[src/verilog/uart_cfg.svh]
`ifndef UART_CFG_SVH
`define UART_CFG_SVH

// System clock in Hz
`define UART_CLKFREQ 8000000

// Line rate, fixed at build time
`define UART_BAUD 125000

// Ticks per bit
`define UART_OVERSAMPLE 8

// Receive FIFO entries
`define UART_FIFO_DEPTH 8

`endif
[src/verilog/uart_pkg.sv]
package uart_pkg;

	// Received data word
	typedef logic [7:0] uart_byte_t;

	// FIFO occupancy, 0 up to the full depth
	typedef logic [3:0] fifo_level_t;

	// Register space byte address
	typedef logic [3:0] axil_addr_t;

	typedef logic [31:0] axil_data_t;

	typedef enum logic [1:0]
	{
		RX_IDLE,
		RX_START,
		RX_DATA,
		RX_STOP
	} rx_state_t;

	localparam axil_addr_t REG_RXDATA = 4'h0; // Read pops
	localparam axil_addr_t REG_STATUS = 4'h4;
	localparam axil_addr_t REG_CLEAR = 4'h8;  // Write 1 to clear

	// Status bit positions
	localparam int STAT_NOT_EMPTY = 0;
	localparam int STAT_OVERRUN = 1;
	localparam int STAT_FRAME_ERR = 2;
	localparam int STAT_LEVEL_LSB = 8;

endpackage

[src/verilog/rx_fifo_if.sv]
`timescale 1ns/1ps

interface rx_fifo_if;
	import uart_pkg::*;

	uart_byte_t data;      // Head entry
	logic valid;           // Not empty
	logic pop;
	fifo_level_t level;
	logic overflow;        // Dropped write

	modport fifo
	(
		output data,
		output valid,
		output level,
		output overflow,
		input pop
	);

	modport regs
	(
		input data,
		input valid,
		input level,
		input overflow,
		output pop
	);

endinterface

[src/verilog/uart_rx_top.sv]
`timescale 1ns/1ps
`include "uart_cfg.svh"

module uart_rx_top
(
	input logic clk_i,
	input logic rst_i,
	input logic serial_in,
	input uart_pkg::axil_addr_t awaddr,
	input logic awvalid,
	output logic awready,
	input uart_pkg::axil_data_t wdata,
	input logic [3:0] wstrb,
	input logic wvalid,
	output logic wready,
	output logic [1:0] bresp,
	output logic bvalid,
	input logic bready,
	input uart_pkg::axil_addr_t araddr,
	input logic arvalid,
	output logic arready,
	output uart_pkg::axil_data_t rdata,
	output logic [1:0] rresp,
	output logic rvalid,
	input logic rready
);
	import uart_pkg::*;

	logic tick;
	uart_byte_t rx_data;
	logic rx_valid;
	logic rx_frame_err;

	rx_fifo_if i_fifo_if ();

	baudgen
	#(
		.CLKFREQ(`UART_CLKFREQ),
		.RATE(`UART_BAUD * `UART_OVERSAMPLE)
	) i_baudgen
	(
		.clk_i(clk_i),
		.rst_i(rst_i),
		.enable(1'b1),
		.tick(tick)
	);

	uart_rx i_uart_rx
	(
		.clk_i(clk_i),
		.rst_i(rst_i),
		.tick(tick),
		.serial_in(serial_in),
		.rx_data(rx_data),
		.rx_valid(rx_valid),
		.rx_frame_err(rx_frame_err)
	);

	// Bad frames never reach the FIFO
	rx_fifo #(.DEPTH(`UART_FIFO_DEPTH)) i_rx_fifo
	(
		.clk_i(clk_i),
		.rst_i(rst_i),
		.wr_data(rx_data),
		.wr_en(rx_valid && !rx_frame_err),
		.rd(i_fifo_if.fifo)
	);

	uart_axil_regs i_regs
	(
		.clk_i(clk_i),
		.rst_i(rst_i),
		.fifo(i_fifo_if.regs),
		.frame_err_evt(rx_valid && rx_frame_err),
		.awaddr(awaddr),
		.awvalid(awvalid),
		.awready(awready),
		.wdata(wdata),
		.wstrb(wstrb),
		.wvalid(wvalid),
		.wready(wready),
		.bresp(bresp),
		.bvalid(bvalid),
		.bready(bready),
		.araddr(araddr),
		.arvalid(arvalid),
		.arready(arready),
		.rdata(rdata),
		.rresp(rresp),
		.rvalid(rvalid),
		.rready(rready)
	);

endmodule

[src/verilog/uart_axil_regs.sv]
`timescale 1ns/1ps

module uart_axil_regs
(
	input logic clk_i,
	input logic rst_i,
	rx_fifo_if.regs fifo,
	input logic frame_err_evt,
	input uart_pkg::axil_addr_t awaddr,
	input logic awvalid,
	output logic awready,
	input uart_pkg::axil_data_t wdata,
	input logic [3:0] wstrb,
	input logic wvalid,
	output logic wready,
	output logic [1:0] bresp,
	output logic bvalid,
	input logic bready,
	input uart_pkg::axil_addr_t araddr,
	input logic arvalid,
	output logic arready,
	output uart_pkg::axil_data_t rdata,
	output logic [1:0] rresp,
	output logic rvalid,
	input logic rready
);
	import uart_pkg::*;

	logic ar_hs;
	logic wr_hs;
	logic overrun;
	logic frame_err;
	logic clr_overrun;
	logic clr_frame_err;
	axil_data_t rd_mux;

	assign rresp = 2'b00;
	assign bresp = 2'b00; // Always OKAY

	// One read in flight
	assign arready = !rvalid;
	assign ar_hs = arvalid && arready;
	assign fifo.pop = ar_hs && (araddr == REG_RXDATA);

	// Address and data accepted together
	assign wr_hs = awvalid && wvalid && !bvalid;
	assign awready = wr_hs;
	assign wready = wr_hs;

	assign clr_overrun = wr_hs && (awaddr == REG_CLEAR) && wstrb[0] && wdata[STAT_OVERRUN];
	assign clr_frame_err = wr_hs && (awaddr == REG_CLEAR) && wstrb[0]
		&& wdata[STAT_FRAME_ERR];

	always_comb
	begin
		rd_mux = '0;
		case (araddr)
		REG_RXDATA: rd_mux = {23'd0, fifo.valid, fifo.data};
		REG_STATUS:
		begin
			rd_mux[STAT_NOT_EMPTY] = fifo.valid;
			rd_mux[STAT_OVERRUN] = overrun;
			rd_mux[STAT_FRAME_ERR] = frame_err;
			rd_mux[STAT_LEVEL_LSB +: 4] = fifo.level;
		end
		default: rd_mux = '0; // Unmapped
		endcase
	end

	always_ff @(posedge clk_i or posedge rst_i)
	begin
		if (rst_i)
		begin
			rvalid <= 1'b0;
			bvalid <= 1'b0;
		end
		else
		begin
			if (ar_hs)
				rvalid <= 1'b1;
			else if (rready)
				rvalid <= 1'b0;
			if (wr_hs)
				bvalid <= 1'b1;
			else if (bready)
				bvalid <= 1'b0;
		end
	end

	// Set wins over a clear in the same cycle
	always_ff @(posedge clk_i or posedge rst_i)
	begin
		if (rst_i)
		begin
			overrun <= 1'b0;
			frame_err <= 1'b0;
		end
		else
		begin
			if (fifo.overflow)
				overrun <= 1'b1;
			else if (clr_overrun)
				overrun <= 1'b0;
			if (frame_err_evt)
				frame_err <= 1'b1;
			else if (clr_frame_err)
				frame_err <= 1'b0;
		end
	end

	always_ff @(posedge clk_i)
	begin
		if (ar_hs)
			rdata <= rd_mux;
	end

endmodule

[src/verilog/rx_fifo.sv]
`timescale 1ns/1ps
`include "uart_cfg.svh"

module rx_fifo
#(
	parameter int DEPTH = `UART_FIFO_DEPTH
)
(
	input logic clk_i,
	input logic rst_i,
	input uart_pkg::uart_byte_t wr_data,
	input logic wr_en,
	rx_fifo_if.fifo rd
);
	import uart_pkg::*;

	localparam int PW = (DEPTH > 1) ? $clog2(DEPTH) : 1;

	uart_byte_t mem [DEPTH];
	logic [PW-1:0] wr_ptr;
	logic [PW-1:0] rd_ptr;
	fifo_level_t count;
	logic full;
	logic push;
	logic pull;

	assign full = (count == fifo_level_t'(DEPTH));
	assign push = wr_en && !full;
	assign pull = rd.pop && rd.valid; // Pop on empty ignored

	assign rd.data = mem[rd_ptr];
	assign rd.valid = (count != '0);
	assign rd.level = count;
	assign rd.overflow = wr_en && full;

	always_ff @(posedge clk_i or posedge rst_i)
	begin
		if (rst_i)
		begin
			wr_ptr <= '0;
			rd_ptr <= '0;
			count <= '0;
		end
		else
		begin
			if (push)
				wr_ptr <= (wr_ptr == PW'(DEPTH - 1)) ? '0 : wr_ptr + 1'b1;
			if (pull)
				rd_ptr <= (rd_ptr == PW'(DEPTH - 1)) ? '0 : rd_ptr + 1'b1;
			// Push and pop together keep the level
			if (push && !pull)
				count <= count + 1'b1;
			else if (pull && !push)
				count <= count - 1'b1;
		end
	end

	always_ff @(posedge clk_i)
	begin
		if (push)
			mem[wr_ptr] <= wr_data;
	end

endmodule

[src/verilog/uart_rx.sv]
`timescale 1ns/1ps

module uart_rx
(
	input logic clk_i,
	input logic rst_i,
	input logic tick,
	input logic serial_in,
	output uart_pkg::uart_byte_t rx_data,
	output logic rx_valid,
	output logic rx_frame_err
);
	import uart_pkg::*;

	rx_state_t state;
	logic [1:0] sync;
	logic [1:0] maj_cnt;
	logic filt;
	logic [2:0] tick_cnt;
	logic [2:0] bit_idx;
	logic bit_end;

	// Last tick of a bit period
	assign bit_end = tick && (tick_cnt == 3'd7);

	// Line sampled only on ticks
	always_ff @(posedge clk_i or posedge rst_i)
	begin
		if (rst_i)
		begin
			sync <= 2'b11;
			maj_cnt <= 2'b11;
			filt <= 1'b1;
		end
		else if (tick)
		begin
			sync <= {sync[0], serial_in};
			if (sync[1] && maj_cnt != 2'b11)
				maj_cnt <= maj_cnt + 2'd1;
			else if (!sync[1] && maj_cnt != 2'b00)
				maj_cnt <= maj_cnt - 2'd1;
			// Saturated counter decides the level
			if (maj_cnt == 2'b00)
				filt <= 1'b0;
			else if (maj_cnt == 2'b11)
				filt <= 1'b1;
		end
	end

	always_ff @(posedge clk_i or posedge rst_i)
	begin
		if (rst_i)
		begin
			state <= RX_IDLE;
			tick_cnt <= '0;
			bit_idx <= '0;
			rx_valid <= 1'b0;
			rx_frame_err <= 1'b0;
		end
		else
		begin
			rx_valid <= 1'b0;
			if (tick)
			begin
				tick_cnt <= tick_cnt + 3'd1;
				case (state)
				RX_IDLE:
				begin
					tick_cnt <= '0;
					if (!filt)
						state <= RX_START;
				end
				RX_START:
				begin
					// Half a bit in, start bit must still be low
					if (tick_cnt == 3'd3)
					begin
						tick_cnt <= '0;
						bit_idx <= '0;
						state <= filt ? RX_IDLE : RX_DATA;
					end
				end
				RX_DATA:
				begin
					if (bit_end)
					begin
						bit_idx <= bit_idx + 3'd1;
						if (bit_idx == 3'd7)
							state <= RX_STOP;
					end
				end
				RX_STOP:
				begin
					if (bit_end)
					begin
						rx_valid <= 1'b1;
						rx_frame_err <= !filt; // Stop bit low
						state <= RX_IDLE;
					end
				end
				default: state <= RX_IDLE;
				endcase
			end
		end
	end

	// LSB arrives first
	always_ff @(posedge clk_i)
	begin
		if (bit_end && state == RX_DATA)
			rx_data <= {filt, rx_data[7:1]};
	end

endmodule

[src/verilog/baudgen.sv]
`timescale 1ns/1ps
`include "uart_cfg.svh"

module baudgen
#(
	parameter int CLKFREQ = `UART_CLKFREQ,
	parameter int RATE = `UART_BAUD * `UART_OVERSAMPLE
)
(
	input logic clk_i,
	input logic rst_i,
	input logic enable,
	output logic tick
);
	localparam int AW = $clog2(CLKFREQ + RATE) + 1;

	logic [AW-1:0] acc;
	logic [AW-1:0] acc_sum;

	assign acc_sum = acc + AW'(RATE);

	// Wraps by CLKFREQ so fractional ratios average out
	always_ff @(posedge clk_i or posedge rst_i)
	begin
		if (rst_i)
		begin
			acc <= '0;
			tick <= 1'b0;
		end
		else
		begin
			tick <= 1'b0;
			if (enable)
			begin
				if (acc_sum >= AW'(CLKFREQ))
				begin
					acc <= acc_sum - AW'(CLKFREQ);
					tick <= 1'b1;
				end
				else
					acc <= acc_sum;
			end
		end
	end

endmodule

[config.mk]
export PLATFORM = sky130hd
export DESIGN_NAME = uart_rx_top
export DESIGN_NICKNAME = d
export VERILOG_FILES = /design/src/verilog/uart_pkg.sv /design/src/verilog/rx_fifo_if.sv /design/src/verilog/uart_rx_top.sv /design/src/verilog/uart_axil_regs.sv /design/src/verilog/rx_fifo.sv /design/src/verilog/uart_rx.sv /design/src/verilog/baudgen.sv
export VERILOG_INCLUDE_DIRS = /design/src /design/src/verilog
export SDC_FILE = /design/constraint.sdc
export NUM_CORES = 1
export LEC_CHECK = 0
export ABC_AREA = 1
export CORE_MARGIN = 2
export CORE_UTILIZATION = 58
export DETAILED_ROUTE_END_ITERATION = 12
export DONT_BUFFER_PORTS = 1
export GPL_ROUTABILITY_DRIVEN = 0
export PLACE_DENSITY_LB_ADDON = 0.08
export SYNTH_ARGS = -nofsm -noshare
export SYNTH_HDL_FRONTEND = slang
export SYNTH_SLANG_ARGS = --single-unit
[constraint.sdc]
create_clock -name clk_i -period 2 [get_ports clk_i]
set_input_delay 0.4 -clock clk_i [delete_from_list [all_inputs] [get_ports clk_i]]
set_output_delay 0.4 -clock clk_i [all_outputs]
set_load 0.1 [all_outputs]
==> qor.yml, run 1 <==
outcome:
  status: "complete, but fails checks"
  violations: "design-rule violations, negative setup slack"
worst_hold_path:
  min_from: "serial_in"
  whs_endpoint: "i_uart_rx.sync[0]"
  hold_depth: 2
  min_path_type: "input pin to register"
power:
  power_leakage_uw: 0.00384
  ir_drop_mv: 0.602
  pwr-share-seq: 0.393
  p_per_area_mw_per_mm2: 912
  p_sw_uw: 2530
  swShare: 0.313
  combPwrFrac: 0.238
  internal_power_uw: 5560
  pwr-share-clk: 0.369
worst_setup_path:
  r2r_slack_ns: -0.13
  startpoint_type: "register"
  worst-path-max-fanout: 6
  r2r_end: "i_baudgen.acc[10]"
  worstPathRequired_ns: 2.30
  crit_path_start: "i_baudgen.acc[6]"
  cp-end-kind: "register"
  worst_r2r_path_depth: 15
  r2r_start: "i_baudgen.acc[6]"
  path_class: "register to register"
  worstPathArrival_ns: 2.43
synthesis:
  netlist_instances: 728
  synth.cell_area_mm2: 0.00688
  yosysUniqueCellTypes: 43
  synth-main-ff-cell: "edfxtp_1"
  syn_avg_cell_area_um2: 9.45
  async_flop_share: 0.368
  ys_seq_area_frac: 0.546
  synth-seq-cells: 133
  yosysWarnings: 0
  synth_edf_count: 84
clocking:
  clk_pin_slew_worst_paths_ns: 0.05
  clk_latency_ns: 0.42
  clock_path_buffers: 2
  cts_buffers: 17
  cts_tree: "yes"
  htreeDepth: 4
  cts-root-buf: "clkbuf_16"
  clkSinkCount: 133
placed_design:
  dp.cells: 958
  pre_cts_ws_ns: -0.270
  port_buffers: 0
  dpl.hpwl_mm: 9.86
drt:
  viasPerCell: 5.32
  detail_route.wl_per_cell_um: 14.8
  remaining_drc_errors: 7
  drt_pass1_iterations: 9
  drt_iter0_drc: 390
  antenna_left: 0
  routed_wl_mm: 14.9
  dr_total_vias: 5366
global_route:
  grt_pass1_wl_mm: 23.9
  grt_usage: 0.238
  grt_remaining_overflow: 0
  grt_pass1_vias: 5295
  antenna_found_initial: 0
  grt_max_degree: 34
final_layout:
  final_cell_mix: "109 x buf_4, 100 x nand2_1, 85 x nor2_1"
  final_cells: 1008
  drive_above_1_share: 0.351
  fin_nets: 926
  area_growth_pct: 28.9
  fill_cells: 723
  diodes: 0
  layout_commonest_cell: "buf_4"
sta:
  rsz0062_at_grt: "yes"
  timing.final.crit_share: 1.06
  setup_slack_ns: -0.130
  drv_slew: 0
  tns_ns: -1.64
  skew_ns: 0.00697
  setup_violations: 17
  hold_viol_final: 0
  period_needed_ns: 2.13
  fmax_ghz: 0.470
floorplan:
  start_util: 0.597
  die_x_um: 113
  rows: 39
  ios: 93
  die_y_um: 113
  die_area_mm2: 0.0127
  fp.coreArea_mm2: 0.0115
flow_run:
  cap_violations: 0
-- critical path, cell delays in order (launching register included) --
cell      delay (ns)
dfrtp_1         0.42
ha_4            0.19
nand2_4         0.09
nand3b_1        0.10
nand2_2         0.10
ha_4            0.14
nand3_2         0.08
nand2_2         0.09
nand3_4         0.10
nor2_4          0.13
nor2_4          0.05
nand3_4         0.07
nand3_4         0.15
buf_12          0.19
nand2_2         0.06
o21ai_2         0.05
-- registers in the layout (all words and copies together) (netlist names), 2 cells and up, named ones only --
register,count
i_baudgen.acc,19
i_regs.rdata,12
i_rx_fifo.mem,64
i_rx_fifo.rd.level,4
i_rx_fifo.rd_ptr,3
i_rx_fifo.wr_ptr,3
i_uart_rx.bit_idx,3
i_uart_rx.maj_cnt,2
i_uart_rx.rx_data,8
i_uart_rx.sync,2
i_uart_rx.tick_cnt,3
-- stage by stage --
stage	utilization	total power, uW	area (um2)	hold slack, ns
floorplan	-	4620	7040	0.430
global placement	0.671	4990	7730	0.310
detailed placement	0.671	5050	7730	0.308
CTS	0.745	8110	8580	0.0623
global route	0.770	8470	8870	0.0692
finish	0.770	8090	8870	0.0782
-- power by group through the flow --
| stage | clock, uW | sequential (uW) | combinational [uW] |
|---|---|---|---|
| global route | 3130 | 3200 | 2150 |
| global placement | 0 | 3220 | 1770 |
| finish | 2980 | 3180 | 1930 |
| detailed placement | 0 | 3220 | 1830 |
| floorplan | 0 | 3430 | 1190 |
| CTS | 3030 | 3170 | 1910 |
-- logic make-up after synthesis --
logic type               share of synthesized area
adder cells (fa/ha/maj)                     0.0411
other                                     0.000545
AND/OR/NAND/NOR                              0.216
flip-flops                                   0.546
buffers and inverters                       0.0813
XOR/XNOR                                    0.0238
AO/OA/AOI/OAI                               0.0913
-- cell type report --
cell class,count,area (um2),area share
timing repair buffer,120,963,0.109
clock buffer,22,464,0.0523
tap,143,179,0.0202
multi-input combinational,501,3080,0.347
clock inverter,10,106,0.0120
sequential,133,3770,0.425
inverter,79,309,0.0349
-- routing by layer --
layer	vias up	global-route usage	share of wire
met5	-	0	0
met1	2574	0.277	0.42
met3	30	0.0552	0.038
met2	140	0.424	0.52
li1	2622	-	-
met4	0	0.0992	0.023
-- cell usage after synthesis, drive strengths merged (2+ instances only) --
library cell	count	area share
ha	21	0.038
o22ai	10	0.0091
o221ai	2	0.0025
nand2	162	0.098
dfstp	5	0.019
xor2	12	0.016
nand3b	2	0.0022
a31oi	6	0.0055
nand4	5	0.0045
dfrtp	44	0.16
inv	79	0.043
buf	28	0.033
o21ai	72	0.057
clkbuf	10	0.0055
nor2	107	0.065
a21oi	12	0.011
nand3	49	0.041
nor3	4	0.0029
edfxtp	84	0.37
xnor2	5	0.0075
-- worst max path at each step --
stage                     cells after the start  slack, ns                    end
after floorplan                              13      -0.62  i_rx_fifo.rd.level[3]
final                                        15      -0.13      i_baudgen.acc[10]
after global routing                         15      -0.25      i_baudgen.acc[10]
after global placement                       15      -0.22  i_rx_fifo.rd.level[3]
after CTS                                    17      -0.09      i_baudgen.acc[12]
after detailed placement                     15      -0.27  i_rx_fifo.rd.level[3]
-- timing repair --
action	CTS	global route
setup endpoints to repair	21	19
resized for setup	58	60
setup buffers	10	6
hold buffers	1	0
hold endpoints to repair	13	0
gates cloned	0	1
pin swaps	10	13
No activity file was read; power rests on OpenSTA's default activity.
==> run 2: changes to the inputs <==
CORE_UTILIZATION = 50   (was 58)
GPL_TIMING_DRIVEN = 0   (was default)
SETUP_SLACK_MARGIN = 0.5   (was default)
==> qor.yml, run 2 (synthesis results as in run 1) <==
clocking:
  clkSinkCount: 133
  cts_tree: "yes"
  cts-root-buf: "clkbuf_16"
  clk_latency_ns: 0.42
  htreeDepth: 4
  clock_path_buffers: 2
  cts_buffers: 17
  clk_pin_slew_worst_paths_ns: 0.06
  cts_hold_buf: 0
final_layout:
  top_register: "i_rx_fifo.mem"
  largest_reg_flops: 64
  layout_commonest_cell: "nand2_1"
  fill_cells: 948
  reg_top3: "i_rx_fifo.mem (64), i_baudgen.acc (19), i_regs.rdata (12)"
  seq_area_mm2: 0.00377
  final_cell_mix: "98 x nand2_1, 84 x edfxtp_1, 76 x buf_4"
  drive_above_1_share: 0.415
  fin_nets: 916
  multi_input_area_mm2: 0.00344
  area_growth_pct: 37.0
  diodes: 0
power:
  p_per_area_mw_per_mm2: 948
  swShare: 0.339
  internal_power_uw: 5910
  power_leakage_uw: 0.00396
  combPwrFrac: 0.271
  pwr-share-clk: 0.347
  pwr-share-seq: 0.382
  power_uw: 8930
  p_sw_uw: 3030
  ir_drop_mv: 0.652
global_route:
  grt_max_degree: 50
  grt_pass1_vias: 5082
  grt_usage: 0.208
  grt_pass1_wl_mm: 23.5
  grt_remaining_overflow: 0
  antenna_found_initial: 0
floorplan:
  ios: 93
  die_area_mm2: 0.0147
  die_x_um: 121
  die_y_um: 121
  fp.coreArea_mm2: 0.0133
  rows: 42
  start_util: 0.515
drt:
  remaining_drc_errors: 0
  detail_route.wl_per_cell_um: 15.2
  drt_pass1_iterations: 4
  drt_iter0_drc: 290
  routed_wl_mm: 15.6
  antenna_left: 0
  viasPerCell: 5.09
  dr_total_vias: 5249
worst_hold_path:
  min_path_type: "input pin to register"
worst_setup_path:
  r2r_slack_ns: -0.68
  path_class: "register to register"
  crit_path_start: "i_regs.rvalid"
  r2r_end: "i_rx_fifo.rd.level[3]"
  worstPathRequired_ns: 2.31
  worst_r2r_path_depth: 13
  r2r_start: "i_regs.rvalid"
  worstPathArrival_ns: 2.99
  worst-path-max-fanout: 3
  startpoint_type: "register"
  cp-end-kind: "register"
  critical_path.endpoint: "i_rx_fifo.rd.level[3]"
outcome:
  status: "complete, but fails checks"
  violations: "negative setup slack"
sta:
  rsz0062_at_grt: "yes"
  timing.final.crit_share: 1.34
  drv_slew: 0
  setup_violations: 35
  fmax_ghz: 0.373
  skew_ns: 0.00779
  hold_viol_final: 0
  max-slew-margin-rel: 0.245
  period_needed_ns: 2.68
  worst_slew_pin_slew_ns: 1.13
  setup_slack_ns: -0.683
placed_design:
  pre_cts_ws_ns: -0.977
  dpl.hpwl_mm: 9.56
  port_buffers: 0
flow_run:
  cap_violations: 0
## run 2: cell types whose count changed in the layout (fill, tap and decap cells not counted), sizes merged
cell	before	now
clkbuf	23	24
clkinv	6	4
clkinvlp	4	6
inv	77	81
dlygate4sd3	1	0
buf	118	105
bufinv	2	1
## run 2: critical path, cell delays in order, from the launching register on
cell and delay, ns:
dfrtp_4 0.63, clkinvlp_4 0.55, nand2_4 0.22, nor2_4 0.06, inv_2 0.06, ha_4 0.14, inv_4 0.04, ha_4 0.20
a21o_1 0.16, a21oi_2 0.16, nand2_1 0.07, nand2_1 0.06, nor2_1 0.05, xor2_1 0.16
## run 2: how the worst min path moves through the flow
stage / from / end / slack (ns) / cells after the start
after floorplan: rst_i / async pin / 0.43 / 1
after global placement: i_uart_rx.rx_frame_err / i_regs.overrun / 0.44 / 1
after detailed placement: i_uart_rx.rx_frame_err / i_regs.overrun / 0.45 / 1
after CTS: serial_in / i_uart_rx.sync[0] / 0.06 / 2
after global routing: bready / i_regs.bvalid / 0.08 / 1
final: serial_in / i_uart_rx.sync[0] / 0.07 / 2
## run 2: timing repair
action / CTS / global route
resized for setup: 127 / 130
pin swaps: 37 / 48
buffers inserted: 47 / 23
cloned: 2 / 0
setup endpoints to repair: 140 / 138
## run 2: power by group through the flow
stage / logic, uW / clock network (uW) / registers [uW]
finish: 2420 / 3100 / 3420
global route: 2630 / 3230 / 3430
CTS: 1830 / 3120 / 3410
detailed placement: 1500 / 0 / 3490
global placement: 1460 / 0 / 3480
floorplan: 1200 / 0 / 3430
## run 2: area by class of cell
| cell class | count | area share |
|---|---|---|
| buffer | 38 | 0.0372 |
| inverter | 79 | 0.0352 |
| sequential | 133 | 0.401 |
| clock buffer | 19 | 0.0481 |
| multi-input combinational | 501 | 0.365 |
| timing repair buffer | 72 | 0.0761 |
| clock inverter | 13 | 0.0145 |
| tap | 176 | 0.0234 |
## run 2: through the flow
| stage | std cells | util | hold slack (ns) | instance area (um2) | TNS [ns] |
|---|---|---|---|---|---|
| floorplan | 751 | - | 0.430 | 7140 | -1.33 |
| global placement | 927 | 0.552 | 0.443 | 7360 | -4.96 |
| detailed placement | 927 | 0.552 | 0.448 | 7360 | -6.10 |
| CTS | 1008 | 0.663 | 0.0552 | 8850 | -4.65 |
| global route | 1031 | 0.706 | 0.0831 | 9420 | -8.53 |
| finish | 1031 | 0.706 | 0.0685 | 9420 | -5.50 |
## run 2: routing by layer
metal	vias to the layer above	track usage	routed length [um]	part of all wire
met5	-	0	0	0
met4	0	0.0984	414	0.026
met3	41	0.0475	537	0.034
met2	121	0.356	8270	0.53
met1	2477	0.250	6420	0.41
li1	2610	-	-	-
